## src/serial_pkg.sv

```systemverilog
package serial_pkg;

  // One byte on the host serial link
  typedef logic [7:0] serial_byte_t;

  // Acknowledge byte returned after every DAC transfer
  function automatic serial_byte_t ack_byte(
    input serial_byte_t b_hi,
    input serial_byte_t b_mid,
    input serial_byte_t b_lo
  );
    serial_byte_t folded;
    folded = b_hi ^ b_mid;
    return folded ^ b_lo; // XOR of all three word bytes
  endfunction

endpackage

```

## src/mems_pkg.sv

```systemverilog
package mems_pkg;

  localparam int DAC_BITS = 24; // One full DAC frame

  typedef logic [DAC_BITS-1:0] dac_word_t;
  typedef logic [2:0] dac_cmd_t;
  typedef logic [2:0] dac_chan_t;

  // Field positions inside dac_word_t, bits 23:22 are don't care
  localparam int CMD_MSB  = 21;
  localparam int CMD_LSB  = 19;
  localparam int CHAN_MSB = 18;
  localparam int CHAN_LSB = 16;
  localparam int DATA_MSB = 15;
  localparam int DATA_LSB = 0;

  // Channel codes of the quad DAC
  localparam dac_chan_t CHAN_X = 3'd0; // Horizontal axis
  localparam dac_chan_t CHAN_Y = 3'd1; // Vertical axis

  // Write input register and update output
  localparam dac_cmd_t CMD_WRITE_UPDATE = 3'd3;

endpackage

```

## src/mems_word_if.sv

```systemverilog
`timescale 1ns/100ps

// One DAC word from the command assembler to the SPI port
interface mems_word_if;

  mems_pkg::dac_word_t word; // Held stable until done
  logic start;               // Single cycle, only while busy is low
  logic busy;                // High from the cycle after start
  logic done;                // Pulses in the cycle busy falls

  modport ctrl (
    output word,
    output start,
    input  busy,
    input  done
  );

  modport port (
    input  word,
    input  start,
    output busy,
    output done
  );

endinterface

```

## src/uart_rx.sv

```systemverilog
`timescale 1ns/100ps

module uart_rx #(
  parameter int BAUD_DIV = 100
) (
  input  logic                     clk,
  input  logic                     reset,
  input  logic                     rx,
  output serial_pkg::serial_byte_t rx_byte,
  output logic                     rx_valid
);

  localparam int CW = $clog2(BAUD_DIV);

  typedef enum logic [1:0] {IDLE, START, DATA, STOP} state_t;

  state_t                   state;
  logic [2:0]               rx_sync;  // Two sync stages plus previous value
  logic                     rx_s;     // Synchronized line
  logic                     fall;     // Start edge
  logic [CW-1:0]            baud_cnt;
  logic [2:0]               bit_cnt;
  serial_pkg::serial_byte_t shift;

  assign rx_s    = rx_sync[1];
  assign fall    = rx_sync[2] & ~rx_sync[1];
  assign rx_byte = shift;

  always_ff @(posedge clk) begin
    if (reset) begin
      rx_sync <= 3'b111; // Line idles high
    end else begin
      rx_sync <= {rx_sync[1:0], rx};
    end
  end

  always_ff @(posedge clk) begin
    if (reset) begin
      state    <= IDLE;
      baud_cnt <= '0;
      bit_cnt  <= '0;
      rx_valid <= 1'b0;
    end else begin
      rx_valid <= 1'b0;
      case (state)
        IDLE: begin
          baud_cnt <= '0;
          if (fall) state <= START;
        end
        START: begin
          if (baud_cnt == CW'(BAUD_DIV / 2 - 1)) begin // Middle of start bit
            baud_cnt <= '0;
            bit_cnt  <= '0;
            state    <= rx_s ? IDLE : DATA; // Glitch, not a real start
          end else begin
            baud_cnt <= baud_cnt + 1'b1;
          end
        end
        DATA: begin
          if (baud_cnt == CW'(BAUD_DIV - 1)) begin
            baud_cnt <= '0;
            bit_cnt  <= bit_cnt + 1'b1;
            if (bit_cnt == 3'd7) state <= STOP;
          end else begin
            baud_cnt <= baud_cnt + 1'b1;
          end
        end
        default: begin // STOP
          if (baud_cnt == CW'(BAUD_DIV - 1)) begin
            state    <= IDLE;
            rx_valid <= rx_s; // Framing error drops the byte
          end else begin
            baud_cnt <= baud_cnt + 1'b1;
          end
        end
      endcase
    end
  end

  // LSB arrives first
  always_ff @(posedge clk) begin
    if (state == DATA && baud_cnt == CW'(BAUD_DIV - 1)) shift <= {rx_s, shift[7:1]};
  end

endmodule

```

## src/uart_tx.sv

```systemverilog
`timescale 1ns/100ps

module uart_tx #(
  parameter int BAUD_DIV = 100
) (
  input  logic                     clk,
  input  logic                     reset,
  input  serial_pkg::serial_byte_t tx_byte,
  input  logic                     tx_start,
  input  logic                     tx_block,
  output logic                     tx,
  output logic                     tx_busy
);

  localparam int CW = $clog2(BAUD_DIV);

  typedef enum logic [1:0] {IDLE, HOLD, SEND} state_t;

  state_t        state;
  logic [9:0]    frame;    // Stop, data, start
  logic [3:0]    bit_cnt;
  logic [CW-1:0] baud_cnt;
  logic          bit_end;

  assign bit_end = baud_cnt == CW'(BAUD_DIV - 1);
  assign tx_busy = state != IDLE; // Also high while held off by host

  always_ff @(posedge clk) begin
    if (reset) begin
      state    <= IDLE;
      tx       <= 1'b1;
      bit_cnt  <= '0;
      baud_cnt <= '0;
    end else begin
      case (state)
        IDLE: if (tx_start) state <= HOLD;
        HOLD: begin
          baud_cnt <= '0;
          bit_cnt  <= '0;
          if (!tx_block) begin // Host buffer has room
            state <= SEND;
            tx    <= frame[0];
          end
        end
        default: begin
          baud_cnt <= bit_end ? '0 : baud_cnt + 1'b1;
          if (bit_end) begin
            if (bit_cnt == 4'd9) begin
              state <= IDLE;
              tx    <= 1'b1;
            end else begin
              bit_cnt <= bit_cnt + 1'b1;
              tx      <= frame[1]; // Next bit out
            end
          end
        end
      endcase
    end
  end

  always_ff @(posedge clk) begin
    if (state == IDLE && tx_start) frame <= {1'b1, tx_byte, 1'b0};
    else if (state == SEND && bit_end) frame <= {1'b1, frame[9:1]};
  end

  // Assembler must wait for the previous acknowledge to finish
  a_no_start_when_busy: assert property (@(posedge clk) disable iff (reset)
    tx_start |-> !tx_busy);

endmodule

```

## src/mems_control.sv

```systemverilog
`timescale 1ns/100ps

module mems_control #(
  parameter int GAP_LIMIT = 2000
) (
  input  logic                     clk,
  input  logic                     reset,
  input  serial_pkg::serial_byte_t rx_byte,
  input  logic                     rx_valid,
  mems_word_if.ctrl                mems,
  output serial_pkg::serial_byte_t tx_byte,
  output logic                     tx_start,
  input  logic                     tx_busy,
  output logic                     new_line,
  output logic                     new_frame
);

  localparam int GW = $clog2(GAP_LIMIT + 1);

  logic [1:0]          byte_cnt;  // Bytes of the word collected so far
  logic [GW-1:0]       gap_cnt;   // Idle cycles since last byte
  logic [15:0]         head;      // Upper two bytes
  logic                ack_wait;  // Launched, ack not yet handed over
  logic                blocked;
  logic                launch;
  mems_pkg::dac_chan_t chan;
  logic                data_zero;

  // Word in flight or ack still on the wire
  assign blocked   = mems.busy | ack_wait | tx_busy;
  assign launch    = rx_valid && byte_cnt == 2'd2 && !blocked;
  assign chan      = mems.word[mems_pkg::CHAN_MSB:mems_pkg::CHAN_LSB];
  assign data_zero = mems.word[mems_pkg::DATA_MSB:mems_pkg::DATA_LSB] == '0;

  always_ff @(posedge clk) begin
    if (reset) begin
      byte_cnt   <= '0;
      gap_cnt    <= '0;
      ack_wait   <= 1'b0;
      mems.start <= 1'b0;
      tx_start   <= 1'b0;
      new_line   <= 1'b0;
      new_frame  <= 1'b0;
    end else begin
      mems.start <= launch; // Cycle after third byte
      tx_start   <= mems.done;
      new_line   <= mems.done && chan == mems_pkg::CHAN_X;
      new_frame  <= mems.done && chan == mems_pkg::CHAN_Y && data_zero; // Back to origin
      if (rx_valid) begin
        gap_cnt  <= '0;
        byte_cnt <= (byte_cnt == 2'd2) ? 2'd0 : byte_cnt + 2'd1; // Dropped word too
      end else if (byte_cnt != 2'd0) begin
        if (gap_cnt == GW'(GAP_LIMIT)) begin
          byte_cnt <= '0; // Host went quiet mid-word
          gap_cnt  <= '0;
        end else begin
          gap_cnt <= gap_cnt + 1'b1;
        end
      end
      if (launch) ack_wait <= 1'b1;
      else if (tx_start) ack_wait <= 1'b0; // tx_busy covers it from here
    end
  end

  always_ff @(posedge clk) begin
    if (rx_valid) head <= {head[7:0], rx_byte};
    if (launch) mems.word <= {head, rx_byte}; // Stable until done
    if (mems.done) begin
      tx_byte <= serial_pkg::ack_byte(mems.word[23:16], mems.word[15:8], mems.word[7:0]);
    end
  end

  a_start_idle: assert property (@(posedge clk) disable iff (reset)
    mems.start |-> !mems.busy);

  a_one_indicator: assert property (@(posedge clk) disable iff (reset)
    !(new_line && new_frame));

endmodule

```

## src/mems_port.sv

```systemverilog
`timescale 1ns/100ps

module mems_port #(
  parameter int SPI_DIV  = 32,
  parameter int FCLK_DIV = 962
) (
  input  logic      clk,
  input  logic      reset,
  mems_word_if.port mems,
  output logic      mosi,
  output logic      sck,
  output logic      cs_n,
  output logic      fclk
);

  localparam int HALF  = SPI_DIV / 2;
  localparam int DW    = $clog2(SPI_DIV);
  localparam int BW    = $clog2(mems_pkg::DAC_BITS + 1);
  localparam int FHALF = FCLK_DIV / 2;
  localparam int FW    = (FHALF > 1) ? $clog2(FHALF) : 1;

  logic [DW-1:0]       div_cnt;   // Position inside one SCK period
  logic [BW-1:0]       bit_cnt;   // SCK periods finished
  mems_pkg::dac_word_t shift;
  logic                half_tick;
  logic                period_tick;
  logic                bits_done;
  logic [FW-1:0]       fclk_cnt;

  assign half_tick   = div_cnt == DW'(HALF - 1);     // Next cycle is mid period
  assign period_tick = div_cnt == DW'(SPI_DIV - 1);
  assign bits_done   = bit_cnt == BW'(mems_pkg::DAC_BITS);
  assign mosi        = shift[mems_pkg::DAC_BITS-1];  // MSB first

  always_ff @(posedge clk) begin
    if (reset) begin
      mems.busy <= 1'b0;
      mems.done <= 1'b0;
      cs_n      <= 1'b1;
      sck       <= 1'b0;
      div_cnt   <= '0;
      bit_cnt   <= '0;
    end else begin
      mems.done <= 1'b0;
      if (!mems.busy) begin
        if (mems.start) begin
          mems.busy <= 1'b1;
          cs_n      <= 1'b0; // Select one cycle after start
          div_cnt   <= '0;
          bit_cnt   <= '0;
        end
      end else begin
        div_cnt <= period_tick ? '0 : div_cnt + 1'b1;
        if (bits_done) begin
          if (half_tick) begin // Half period after last falling edge
            mems.busy <= 1'b0;
            mems.done <= 1'b1;
            cs_n      <= 1'b1;
          end
        end else if (half_tick) begin
          sck <= 1'b1;         // DAC samples here
        end else if (period_tick) begin
          sck     <= 1'b0;
          bit_cnt <= bit_cnt + 1'b1;
        end
      end
    end
  end

  // Data moves on the falling edge
  always_ff @(posedge clk) begin
    if (!mems.busy && mems.start) shift <= mems.word;
    else if (mems.busy && !bits_done && period_tick) shift <= shift << 1;
  end

  // Filter clock for the mirror driver, free running
  always_ff @(posedge clk) begin
    if (reset) begin
      fclk_cnt <= '0;
      fclk     <= 1'b0;
    end else if (fclk_cnt == FW'(FHALF - 1)) begin
      fclk_cnt <= '0;
      fclk     <= ~fclk;
    end else begin
      fclk_cnt <= fclk_cnt + 1'b1;
    end
  end

  a_cs_idle: assert property (@(posedge clk) disable iff (reset)
    !mems.busy |-> cs_n);

  a_sck_idle: assert property (@(posedge clk) disable iff (reset)
    cs_n |-> !sck);

endmodule

```

## src/mems_top.sv

```systemverilog
`timescale 1ns/100ps

module mems_top #(
  parameter int BAUD_DIV  = 100,          // 500 kbaud at 50 MHz
  parameter int SPI_DIV   = 32,           // About 1.6 MHz SCK
  parameter int FCLK_DIV  = 962,          // About 52 kHz filter clock
  parameter int GAP_LIMIT = 20 * BAUD_DIV // Two byte times of silence
) (
  input  logic clk,
  input  logic reset,
  input  logic rx,        // From host
  output logic tx,        // To host
  input  logic tx_block,  // Host receive buffer full
  output logic mosi,
  output logic sck,
  output logic cs_n,
  output logic fclk,
  output logic new_line,
  output logic new_frame
);

  serial_pkg::serial_byte_t rx_byte;
  serial_pkg::serial_byte_t tx_byte;
  logic                     rx_valid;
  logic                     tx_start;
  logic                     tx_busy;

  mems_word_if mems_bus ();

  uart_rx #(.BAUD_DIV(BAUD_DIV)) rx_unit (
    .clk(clk), .reset(reset), .rx(rx), .rx_byte(rx_byte), .rx_valid(rx_valid)
  );

  mems_control #(.GAP_LIMIT(GAP_LIMIT)) control (
    .clk(clk), .reset(reset), .rx_byte(rx_byte), .rx_valid(rx_valid),
    .mems(mems_bus.ctrl), .tx_byte(tx_byte), .tx_start(tx_start), .tx_busy(tx_busy),
    .new_line(new_line), .new_frame(new_frame)
  );

  mems_port #(.SPI_DIV(SPI_DIV), .FCLK_DIV(FCLK_DIV)) spi_port (
    .clk(clk), .reset(reset), .mems(mems_bus.port),
    .mosi(mosi), .sck(sck), .cs_n(cs_n), .fclk(fclk)
  );

  uart_tx #(.BAUD_DIV(BAUD_DIV)) tx_unit (
    .clk(clk), .reset(reset), .tx_byte(tx_byte), .tx_start(tx_start),
    .tx_block(tx_block), .tx(tx), .tx_busy(tx_busy)
  );

endmodule

```

## config.mk

```make
export PLATFORM = sky130hd
export DESIGN_NAME = mems_top
export DESIGN_NICKNAME = d
export VERILOG_FILES = /design/src/serial_pkg.sv /design/src/mems_pkg.sv /design/src/mems_word_if.sv /design/src/uart_rx.sv /design/src/uart_tx.sv /design/src/mems_control.sv /design/src/mems_port.sv /design/src/mems_top.sv
export SDC_FILE = /design/constraint.sdc
export NUM_CORES = 1
export LEC_CHECK = 0
export ABC_AREA = 1
export BUFFER_PORTS_ARGS = -buffer_cell sky130_fd_sc_hd__buf_4
export CAP_MARGIN = 10
export CELL_PAD_IN_SITES_DETAIL_PLACEMENT = 0
export CELL_PAD_IN_SITES_GLOBAL_PLACEMENT = 1
export CORE_UTILIZATION = 45
export CTS_CLUSTER_SIZE = 12
export DETAILED_ROUTE_END_ITERATION = 6
export PLACE_DENSITY_LB_ADDON = 0.08
export SLEW_MARGIN = 20
export SYNTH_ARGS = -nofsm -noshare
export SYNTH_HDL_FRONTEND = slang
export SYNTH_SLANG_ARGS = --single-unit
```

## constraint.sdc

```tcl
create_clock -name clk -period 3 [get_ports clk]
set_input_delay 0.3 -clock clk [delete_from_list [all_inputs] [get_ports clk]]
set_output_delay 0.3 -clock clk [all_outputs]
set_load 0.01 [all_outputs]
```

---- Yosys cells after proc, flatten, opt, wreduce, memory -nomap -nowiden ----
Index checks and enable logic that the tools add are counted.
cells by class
  equal/unequal tests ..................... 29
  bitwise logic cells ..................... 11
  mux-type cells .......................... 57
  reduce and logical (&&, ||, !) cells .... 45
  add/subtract/negate cells ............... 9
operators by type and width
  cell                                                              number
  24-bit 2-to-1 mux                                                 2
  5-bit 2-to-1 mux                                                  7
  2-bit 2-to-1 mux                                                  14
  7-bit 2-to-1 mux                                                  4
  2-bit nonzero test                                                11
  7-bit one-hot mux with 3 select lines                             1
  9-bit 2-to-1 mux                                                  2
  16-bit logical NOT                                                1
  1-bit 2-to-1 mux                                                  16
  2-bit != test (second input constant)                             8
  8-bit bitwise XOR                                                 2
  3-bit AND reduction                                               5
  7-bit by 1-bit adder with 7-bit output (second input constant)    2
  7-bit equality test (second input constant)                       2
  7-bit one-hot mux with 2 select lines                             1
  11-bit by 1-bit adder with 11-bit output (second input constant)  1
  11-bit equality test (second input constant)                      1
  1-bit logical AND                                                 11
  11-bit 2-to-1 mux                                                 1
  5-bit by 1-bit adder with 5-bit output (second input constant)    2
  5-bit equality test (second input constant)                       2
  9-bit by 1-bit adder with 9-bit output (second input constant)    1
  9-bit equality test (second input constant)                       1
  3-bit nonzero test                                                3
  31 further kinds                                                  50
storage, ports and cells
  output and inout port bits .............. 7
  register bits ........................... 161

---- Longest topological paths before layout ----
Gate-level depths: netlist (run 1).
  depth in word-level cells ............... 6
  mapped depth ............................ 12
  mapped depth without buffers ............ 12

---- Cells and area by module ----
From an unflattened synthesis (run 1), not the netlist that was laid out.
second synthesis, totals
  cells, all modules ...................... 759
  area, all modules ....................... 7218.2 µm²
by module, submodules not included
  module        times used  area an instance (µm²)  cells an instance  sequential area each (µm²)
  mems_control  1           2542.4                  203                1801.7
  mems_port     1           2268.4                  260                1201.2
  uart_tx       1           1242.4                  167                540.5
  uart_rx       1           1164.9                  129                560.5

---- Least setup slack after synthesis (run 1) ----
OpenSTA, ideal clock, no wires.
  kind .................................... register to register
  start point ............................. reg spi_port.div_cnt[0]
  end point ............................... reg spi_port.shift[0], enable pin
  cell stages (with the launch flop) ...... 7
  period minus slack after synthesis ...... 3.153 ns
  buffers on the path ..................... 0
  arrival time ............................ 2.714 ns
  slack ................................... -0.153 ns
  data required time ...................... 2.562 ns
  library setup time ...................... 0.438 ns
  path through ............................ dfxtp_1 > ha_1 > inv_1 > nor3_1 > ha_1 > inv_1 > o21ai_0
on the way
  word-level cells in the longest chain between the ends .. 3
RTL lines
  what                                 line             text
  from (decl)                          mems_port.sv:22  logic [DW-1:0] div_cnt;
  from (signal assigned)               mems_port.sv:53  div_cnt <= period_tick ? '0 : div_cnt + 1'b1;
  5-bit equality test                  mems_port.sv:31  assign period_tick = div_cnt == DW'(SPI_DIV - 1);
  1-bit logical AND                    mems_port.sv:73  else if (mems.busy && !bits_done && period_tick) shift <= shift << 1;
  2-bit nonzero test (no source line)  -
  to (signal assigned)                 mems_port.sv:72  if (!mems.busy && mems.start) shift <= mems.word;
  to (signal assigned)                 mems_port.sv:73
  to (decl)                            mems_port.sv:24  mems_pkg::dac_word_t shift;
Every way passes these cells.
A chain may end at the register's enable or synchronous reset.

---- Worst setup path in the final report (run 1) ----
  start point ............................. reg spi_port.div_cnt[0]
  end point ............................... reg spi_port.shift[7], enable pin
The elaborated chain is that of the path after synthesis.

==> results by group, run 1 <==
CTS
  – Post-CTS Resized: 0
  – Root buf cell: clkbuf_16
  – Post CTS Setup Buffer Count: 0
  – CTS clk-pin slew, worst paths: 0.07 ns
  – TritonCTS Buffers: 17
  – Sink Count: 161
  – Htree depth: 4
  – Cts-stage hold buffer count: 0
  – Max Root-Sink Buffers: 2
  – TritonCTS clock tree: yes
  – Clk Latency, worst-skew pair: 0.43 ns

Worst hold path
  – Hold Path Class: input port to register

GRT
  – Number of global-route vias before repair: 4284
  – Initial antenna violation count: 0
  – Total congestion overflow: 0
  – Gr usage total: 16.5%
  – First-pass GRT wire length: 20400 um
  – Largest net degree at the start of global routing: 36

STA
  – Final Skew: 0.00630 ns
  – Minimum clock period: 1.89 ns
  – Fin crit share: 63.0%
  – Hold_ws: 0.0549 ns
  – Unrepaired setup endpoints after global routing: no
  – FMAX: 0.529 GHz
  – Max Slew Vio Count: 0
  – Slew HR: 54.0%
  – Setup Viol. Count Final: 0
  – Final Hold Vio Count: 0
  – Slew @ Worst Pin: 0.688 ns
  – Fin Setup TNS: 0 ns

Layout
  – Final #Nets: 747
  – Most common cell after layout, fill and taps aside: nand2_1
  – Ant diodes: 0
  – Area grow syn2layout: 12.7%
  – Layout cells sized above 1: 11.1%
  – Fin area: 7740 um^2
  – Most frequent cells in the layout: 148 x nand2_1, 88 x inv_1, 88 x edfxtp_1

Drt
  – Final WL: 12000 um
  – Routed Antenna Nets: 0
  – DRC viols: 1
  – Via density per instance: 4.85
  – Starting DRT DRC Count: 298
  – Via count: 4466
  – Routed len/inst: 13.0 um
  – DRT Pass-1 Iters: 7

Synth
  – Multiplexer share of the synthesized area: 0%
  – Register area share after synthesis: 59.8%
  – Largest family of logic cells by synthesized area: simple AND/OR/NAND/NOR gates
  – Post-Synth Simple-Gate Area: 21.0%
  – Synth Area in XOR/XNOR: 3.19%
  – Number of synthesized flops with an enable pin: 88
  – Adder-Cell Fraction of Synth Area: 3.64%
  – Synth warnings: 0
  – Async S/R FF share, synth: 0%
  – Largest area contributor in the netlist: edfxtp_1
  – Complex-gate fraction of the synthesized area: 6.36%
  – Cells after Synth: 703
  – Leading register cell type out of synthesis: edfxtp_1
  – Top post-synthesis cells by area: edfxtp_1 38%, dfxtp_1 21%, nand2_1 8.1%
  – Yosys top cell area share: 38.5%
  – Syn avg cell area: 9.77 um^2
  – Mapped Area: 6870 um^2
  – Synth cell types: 39
  – Syn Nets: 727
  – Synth Register Bits: 161

Floorplan
  – Die area: 15800 um^2
  – I/O pins: 11
  – Die width: 126 um
  – Initial core utilization: 46.7%
  – FP Rows: 44
  – Die H: 126 um
  – Core Box Area: 14700 um^2

Power and ir drop
  – VDD IR max: 0.430 mV
  – Pwr Total: 4.73 mW
  – Pwr Density: 612 nW/um^2
  – Leakage: 2.98 nW

Critical path
  – Data arrival, critical path: 1.99 ns
  – Crit path capture type: register
  – Startpoint types: register
  – Crit-path max FO: 24
  – Critical path class: register to register
  – Critical Path RT: 3.10 ns

Place
  – Dpl cell area: 7130 um^2
  – Buffers on Ports: 10
  – Gp weighted congestion: 0.828
  – DP HPWL: 8360 um

Job
  – Max-cap viol count: 0

Status
  – Failing checks: DRC
  – Outcome: finished, violations left
==> cell families after synthesis <==
family / Yosys count
buf+inv: 103
simple gates: 314
xor+xnor: 25
flops: 161
compound gates: 80
fa+ha+maj: 20
==> routing by layer <==
layer  GRT usage [%]  wire length (um)  vias to the layer above
met5               0                 0                        -
met4            5.09                96                        0
met3            5.26               407                        8
met2            25.2              5430                       48
met1            22.3              6040                     2055
li1                -                 -                     2355
==> path summary, 6_finish.rpt <==
check | start | end | slack, ns | depth (start not counted)
worst max-delay path | spi_port.div_cnt[0]$_SDFFE_PP0P_ | spi_port.shift[7]$_DFFE_PP_ | 1.11 | 7
worst min-delay path | rx | rx_unit.rx_sync[0]$_SDFF_PP1_ | 0.05 | 2
worst min register to register | rx_unit.rx_sync[0]$_SDFF_PP1_ | rx_unit.rx_sync[1]$_SDFF_PP1_ | 0.42 | 1
worst max register to register | spi_port.div_cnt[0]$_SDFFE_PP0P_ | spi_port.shift[7]$_DFFE_PP_ | 1.11 | 7
==> sequential cells by signal, summed over array words and instances (netlist names), 7 cells and up <==
| name | flops |
|---|---|
| spi_port.shift | 24 |
| rx_unit.baud_cnt | 7 |
| control.gap_cnt | 11 |
| control.tx_byte | 8 |
| spi_port.fclk_cnt | 9 |
| rx_unit.rx_byte | 8 |
| tx_unit.baud_cnt | 7 |
| tx_unit.frame | 9 |
| control.head | 16 |
| control.mems.word | 24 |
==> cell type report <==
class / count / area [um^2]
Clock buffer: 17 / 425
Clock inverter: 15 / 185
Fill cell: 1312 / 6960
Inverter: 90 / 338
Multi-Input combinational cell: 439 / 2350
Sequential cell: 161 / 4100
Tap cell: 184 / 230
Timing Repair Buffer: 14 / 105
==> through the flow <==
step,setup WS (ns),utilization [%],std cells
6_report,1.11,52.6,920
5_1_grt,0.959,52.6,920
4_1_cts,1.09,52.6,920
3_5_place_dp,1.11,48.5,888
3_3_place_gp,1.16,48.5,888
2_1_floorplan,0.497,-,703
==> critical path, cell delays in order (launching register included) <==
cell and delay [ns]:
dfxtp_1 0.37, ha_1 0.15, inv_1 0.05, nor3_1 0.21
ha_1 0.25, inv_1 0.06, o21ai_2 0.13, buf_4 0.33
==> power breakdown <==
part           switching (mW)  internal (mW)  total [mW]
registers              0.0226           2.33        2.35
clock network           0.991           1.20        2.19
logic                   0.120         0.0703       0.190
total                    1.13           3.60        4.73
==> synth_stat cells (3+ instances only) <==
master and n:
nand3_1 39, dfxtp_1 73, nor3_2 5, xor2_1 14, nand2_1 148, nand2_2 7, a21oi_1 32, ha_1 20
nand3_2 3, nor3_1 11, edfxtp_1 88, nor4_1 3, nor2_1 66, nor2_2 4, nand4_1 10, o21ai_0 31
inv_1 88, or2_2 5, buf_2 5, o21ai_1 8, nor2_4 5, xnor2_1 11
Note: power is estimated with default switching activity, not from simulation.
==> run 2, diff against run 1 <==
==> constraint.sdc (replaced) <==
create_clock -name clk -period 1.5 [get_ports clk]
set_input_delay 0.15 -clock clk [delete_from_list [all_inputs] [get_ports clk]]
set_output_delay 0.15 -clock clk [all_outputs]
set_load 0.01 [all_outputs]
==> results by group, run 2 (synthesis results as in run 1) <==
Drt
  – DRC viols: 2 (was 1)
  – Via density per instance: 4.88 (was 4.85)
  – Starting DRT DRC Count: 290 (was 298)
  – Routed len/inst: 12.9 um (was 13.0 um)
  – DRT Pass-1 Iters: 7 (unchanged)
  – Via count: 4693 (was 4466)
  – Final WL: 12400 um (was 12000 um)
  – Routed Antenna Nets: 0 (unchanged)

Layout
  – Area grow syn2layout: 20.2% (was 12.7%)
  – Top Registers: control.mems.word x24, spi_port.shift x24, control.head x16 (unchanged)
  – Most common cell after layout, fill and taps aside: nand2_1 (unchanged)
  – Layout cells sized above 1: 20.4% (was 11.1%)
  – Most frequent cells in the layout: 143 x nand2_1, 88 x edfxtp_1, 80 x inv_1 (was 148 x nand2_1, 88 x inv_1, 88 x edfxtp_1)
  – Final #Nets: 789 (was 747)
  – Core Util, Final: 56.2% (was 52.6%)
  – Ant diodes: 0 (unchanged)
  – Fin area: 8250 um^2 (was 7740 um^2)

Floorplan
  – FP Rows: 44 (unchanged)
  – Die width: 126 um (unchanged)
  – Initial core utilization: 46.7% (unchanged)
  – Die H: 126 um (unchanged)
  – Die area: 15800 um^2 (unchanged)
  – I/O pins: 11 (unchanged)
  – Core Box Area: 14700 um^2 (unchanged)

Critical path
  – Crit-path max FO: 3 (was 24)
  – CP max stage cell: dfxtp_2 (was dfxtp_1)
  – Data arrival, critical path: 1.91 ns (was 1.99 ns)
  – Critical Path RT: 1.80 ns (was 3.10 ns)
  – Worst path bufs/invs: 3 (unchanged)
  – Crit path capture type: register (unchanged)
  – Worst path max stage delay: 0.36 ns (was 0.37 ns)
  – CP dominant cell by count: inv_2
  – Critical path class: register to register (unchanged)
  – Top Family by Delay on Critical Path: simple AND/OR/NAND/NOR gates (was buffers and inverters)
  – Critical-path cell list: ha_4 > inv_2 > nor3_4 > ha_1 > inv_2 > buf_4 > or2_2 > nand2_1 > nor2_1 (was ha_1 > inv_1 > nor3_1 > ha_1 > inv_1 > o21ai_2 > buf_4)
  – Startpoint types: register (unchanged)

CTS
  – TritonCTS Buffers: 17 (unchanged)
  – Root buf cell: clkbuf_16 (unchanged)
  – Sink Count: 161 (unchanged)
  – CTS clk-pin slew, worst paths: 0.07 ns (about the same)
  – Clk Latency, worst-skew pair: 0.41 ns (was 0.43 ns)
  – Max Root-Sink Buffers: 2 (unchanged)
  – TritonCTS clock tree: yes (unchanged)
  – Htree depth: 4 (unchanged)

Place
  – Dpl cell area: 7480 um^2 (was 7130 um^2)
  – Gp weighted congestion: 0.782 (was 0.828)
  – Buffers on Ports: 10 (unchanged)
  – Pre-CTS WS: -0.124 ns (was 1.11 ns)
  – DP HPWL: 8730 um (was 8360 um)

STA
  – Worst setup margin: -0.109 ns (was 1.11 ns)
  – Max Slew Vio Count: 0 (unchanged)
  – Fin crit share: 107% (was 63.0%)
  – Minimum clock period: 1.61 ns (was 1.89 ns)
  – Slew @ Worst Pin: 0.329 ns (was 0.688 ns)
  – Hold_ws: 0.0732 ns (was 0.0549 ns)
  – Final Hold Vio Count: 0 (unchanged)
  – Unrepaired setup endpoints after global routing: yes (was no)
  – FMAX: 0.622 GHz (was 0.529 GHz)
  – Setup Viol. Count Final: 31 (was 0)
  – Slew HR: 77.9% (was 54.0%)
  – Final Skew: 0.0111 ns (was 0.00630 ns)

Power and ir drop
  – Leakage: 3.19 nW (was 2.98 nW)
  – Pwr Density: 1130 nW/um^2 (was 612 nW/um^2)
  – VDD IR max: 0.757 mV (was 0.430 mV)

GRT
  – Initial antenna violation count: 0 (unchanged)
  – Number of global-route vias before repair: 4591 (was 4284)
  – Total congestion overflow: 0 (unchanged)
  – First-pass GRT wire length: 21300 um (was 20400 um)
  – Gr usage total: 17.0% (was 16.5%)
  – Largest net degree at the start of global routing: 35 (was 36)

Job
  – Max-cap viol count: 0 (unchanged)

Worst hold path
  – Hold Path Class: input port to register (unchanged)

Status
  – Outcome: finished, violations left (unchanged)
  – Failing checks: DRC, setup timing (was DRC)
-- run 2: cell count changes in the layout (fill, tap and decap cells not counted), moves of 6 or more --
cell / previous run / this run
buf_4: 14 / 50
inv_1: 88 / 80
ha_1: 20 / 13
dfxtp_1: 73 / 67
inv_2: 2 / 8
nor2_1: 66 / 60
-- run 2: metrics by stage --
| stage | setup TNS [ns] | std cells | total power, mW |
|---|---|---|---|
| global placement | -1.78 | 923 | 5.18 |
| CTS | -2.51 | 957 | 9.39 |
| global route | -4.32 | 962 | 9.70 |
| finish | -1.59 | 962 | 9.31 |
| detailed placement | -2.68 | 923 | 5.20 |
| floorplan | -5.57 | 703 | 5.09 |
-- run 2: path summary, 6_finish.rpt --
check                                   startpoint                                to  slack [ns]  cells past startpoint
hold / removal                               reset  spi_port.div_cnt[1]$_SDFFE_PP0P_        0.07                      2
setup reg to reg  spi_port.div_cnt[0]$_SDFFE_PP0P_     spi_port.mems.busy$_SDFF_PP0_       -0.11                      9
hold reg to reg         control.head[11]$_DFFE_PP_   control.mems.word[19]$_DFFE_PP_        0.42                      0
setup / recovery  spi_port.div_cnt[0]$_SDFFE_PP0P_     spi_port.mems.busy$_SDFF_PP0_       -0.11                      9
-- run 2: timing repair --
action	CTS	global route
pin swaps	3	8
cloned	0	0
hold buffers	1	0
setup buffers	1	5
gates resized for setup	6	37
endpoints found under the setup margin	38	106
hold endpoints to repair	1	0
-- run 2: layer usage --
metal / routed length, um / GRT usage, %
met3: 266 / 4.28
met5: 0 / 0
met4: 48 / 5.81
met1: 6120 / 22.5
met2: 5950 / 27.4
-- run 2: final cells by class --
type | count | area (um^2)
clock buffer | 18 | 429
clock inverter | 14 | 144
fill | 1304 | 6440
inverter | 90 | 345
multi-input combinational | 439 | 2500
sequential | 161 | 4120
tap | 184 | 230
timing repair buffer | 56 | 485
-- run 2: worst reg2reg max path, stage by stage (launching register included) --
cell and delay, ns:
dfxtp_2 0.36, ha_4 0.14, inv_2 0.04, nor3_4 0.16
ha_1 0.21, inv_2 0.05, buf_4 0.12, or2_2 0.32
nand2_1 0.07, nor2_1 0.03
-- run 2: where the power goes --
part	internal [mW]	switching [mW]
clock	2.34	1.82
sequential	4.66	0.0462
combinational	0.179	0.275
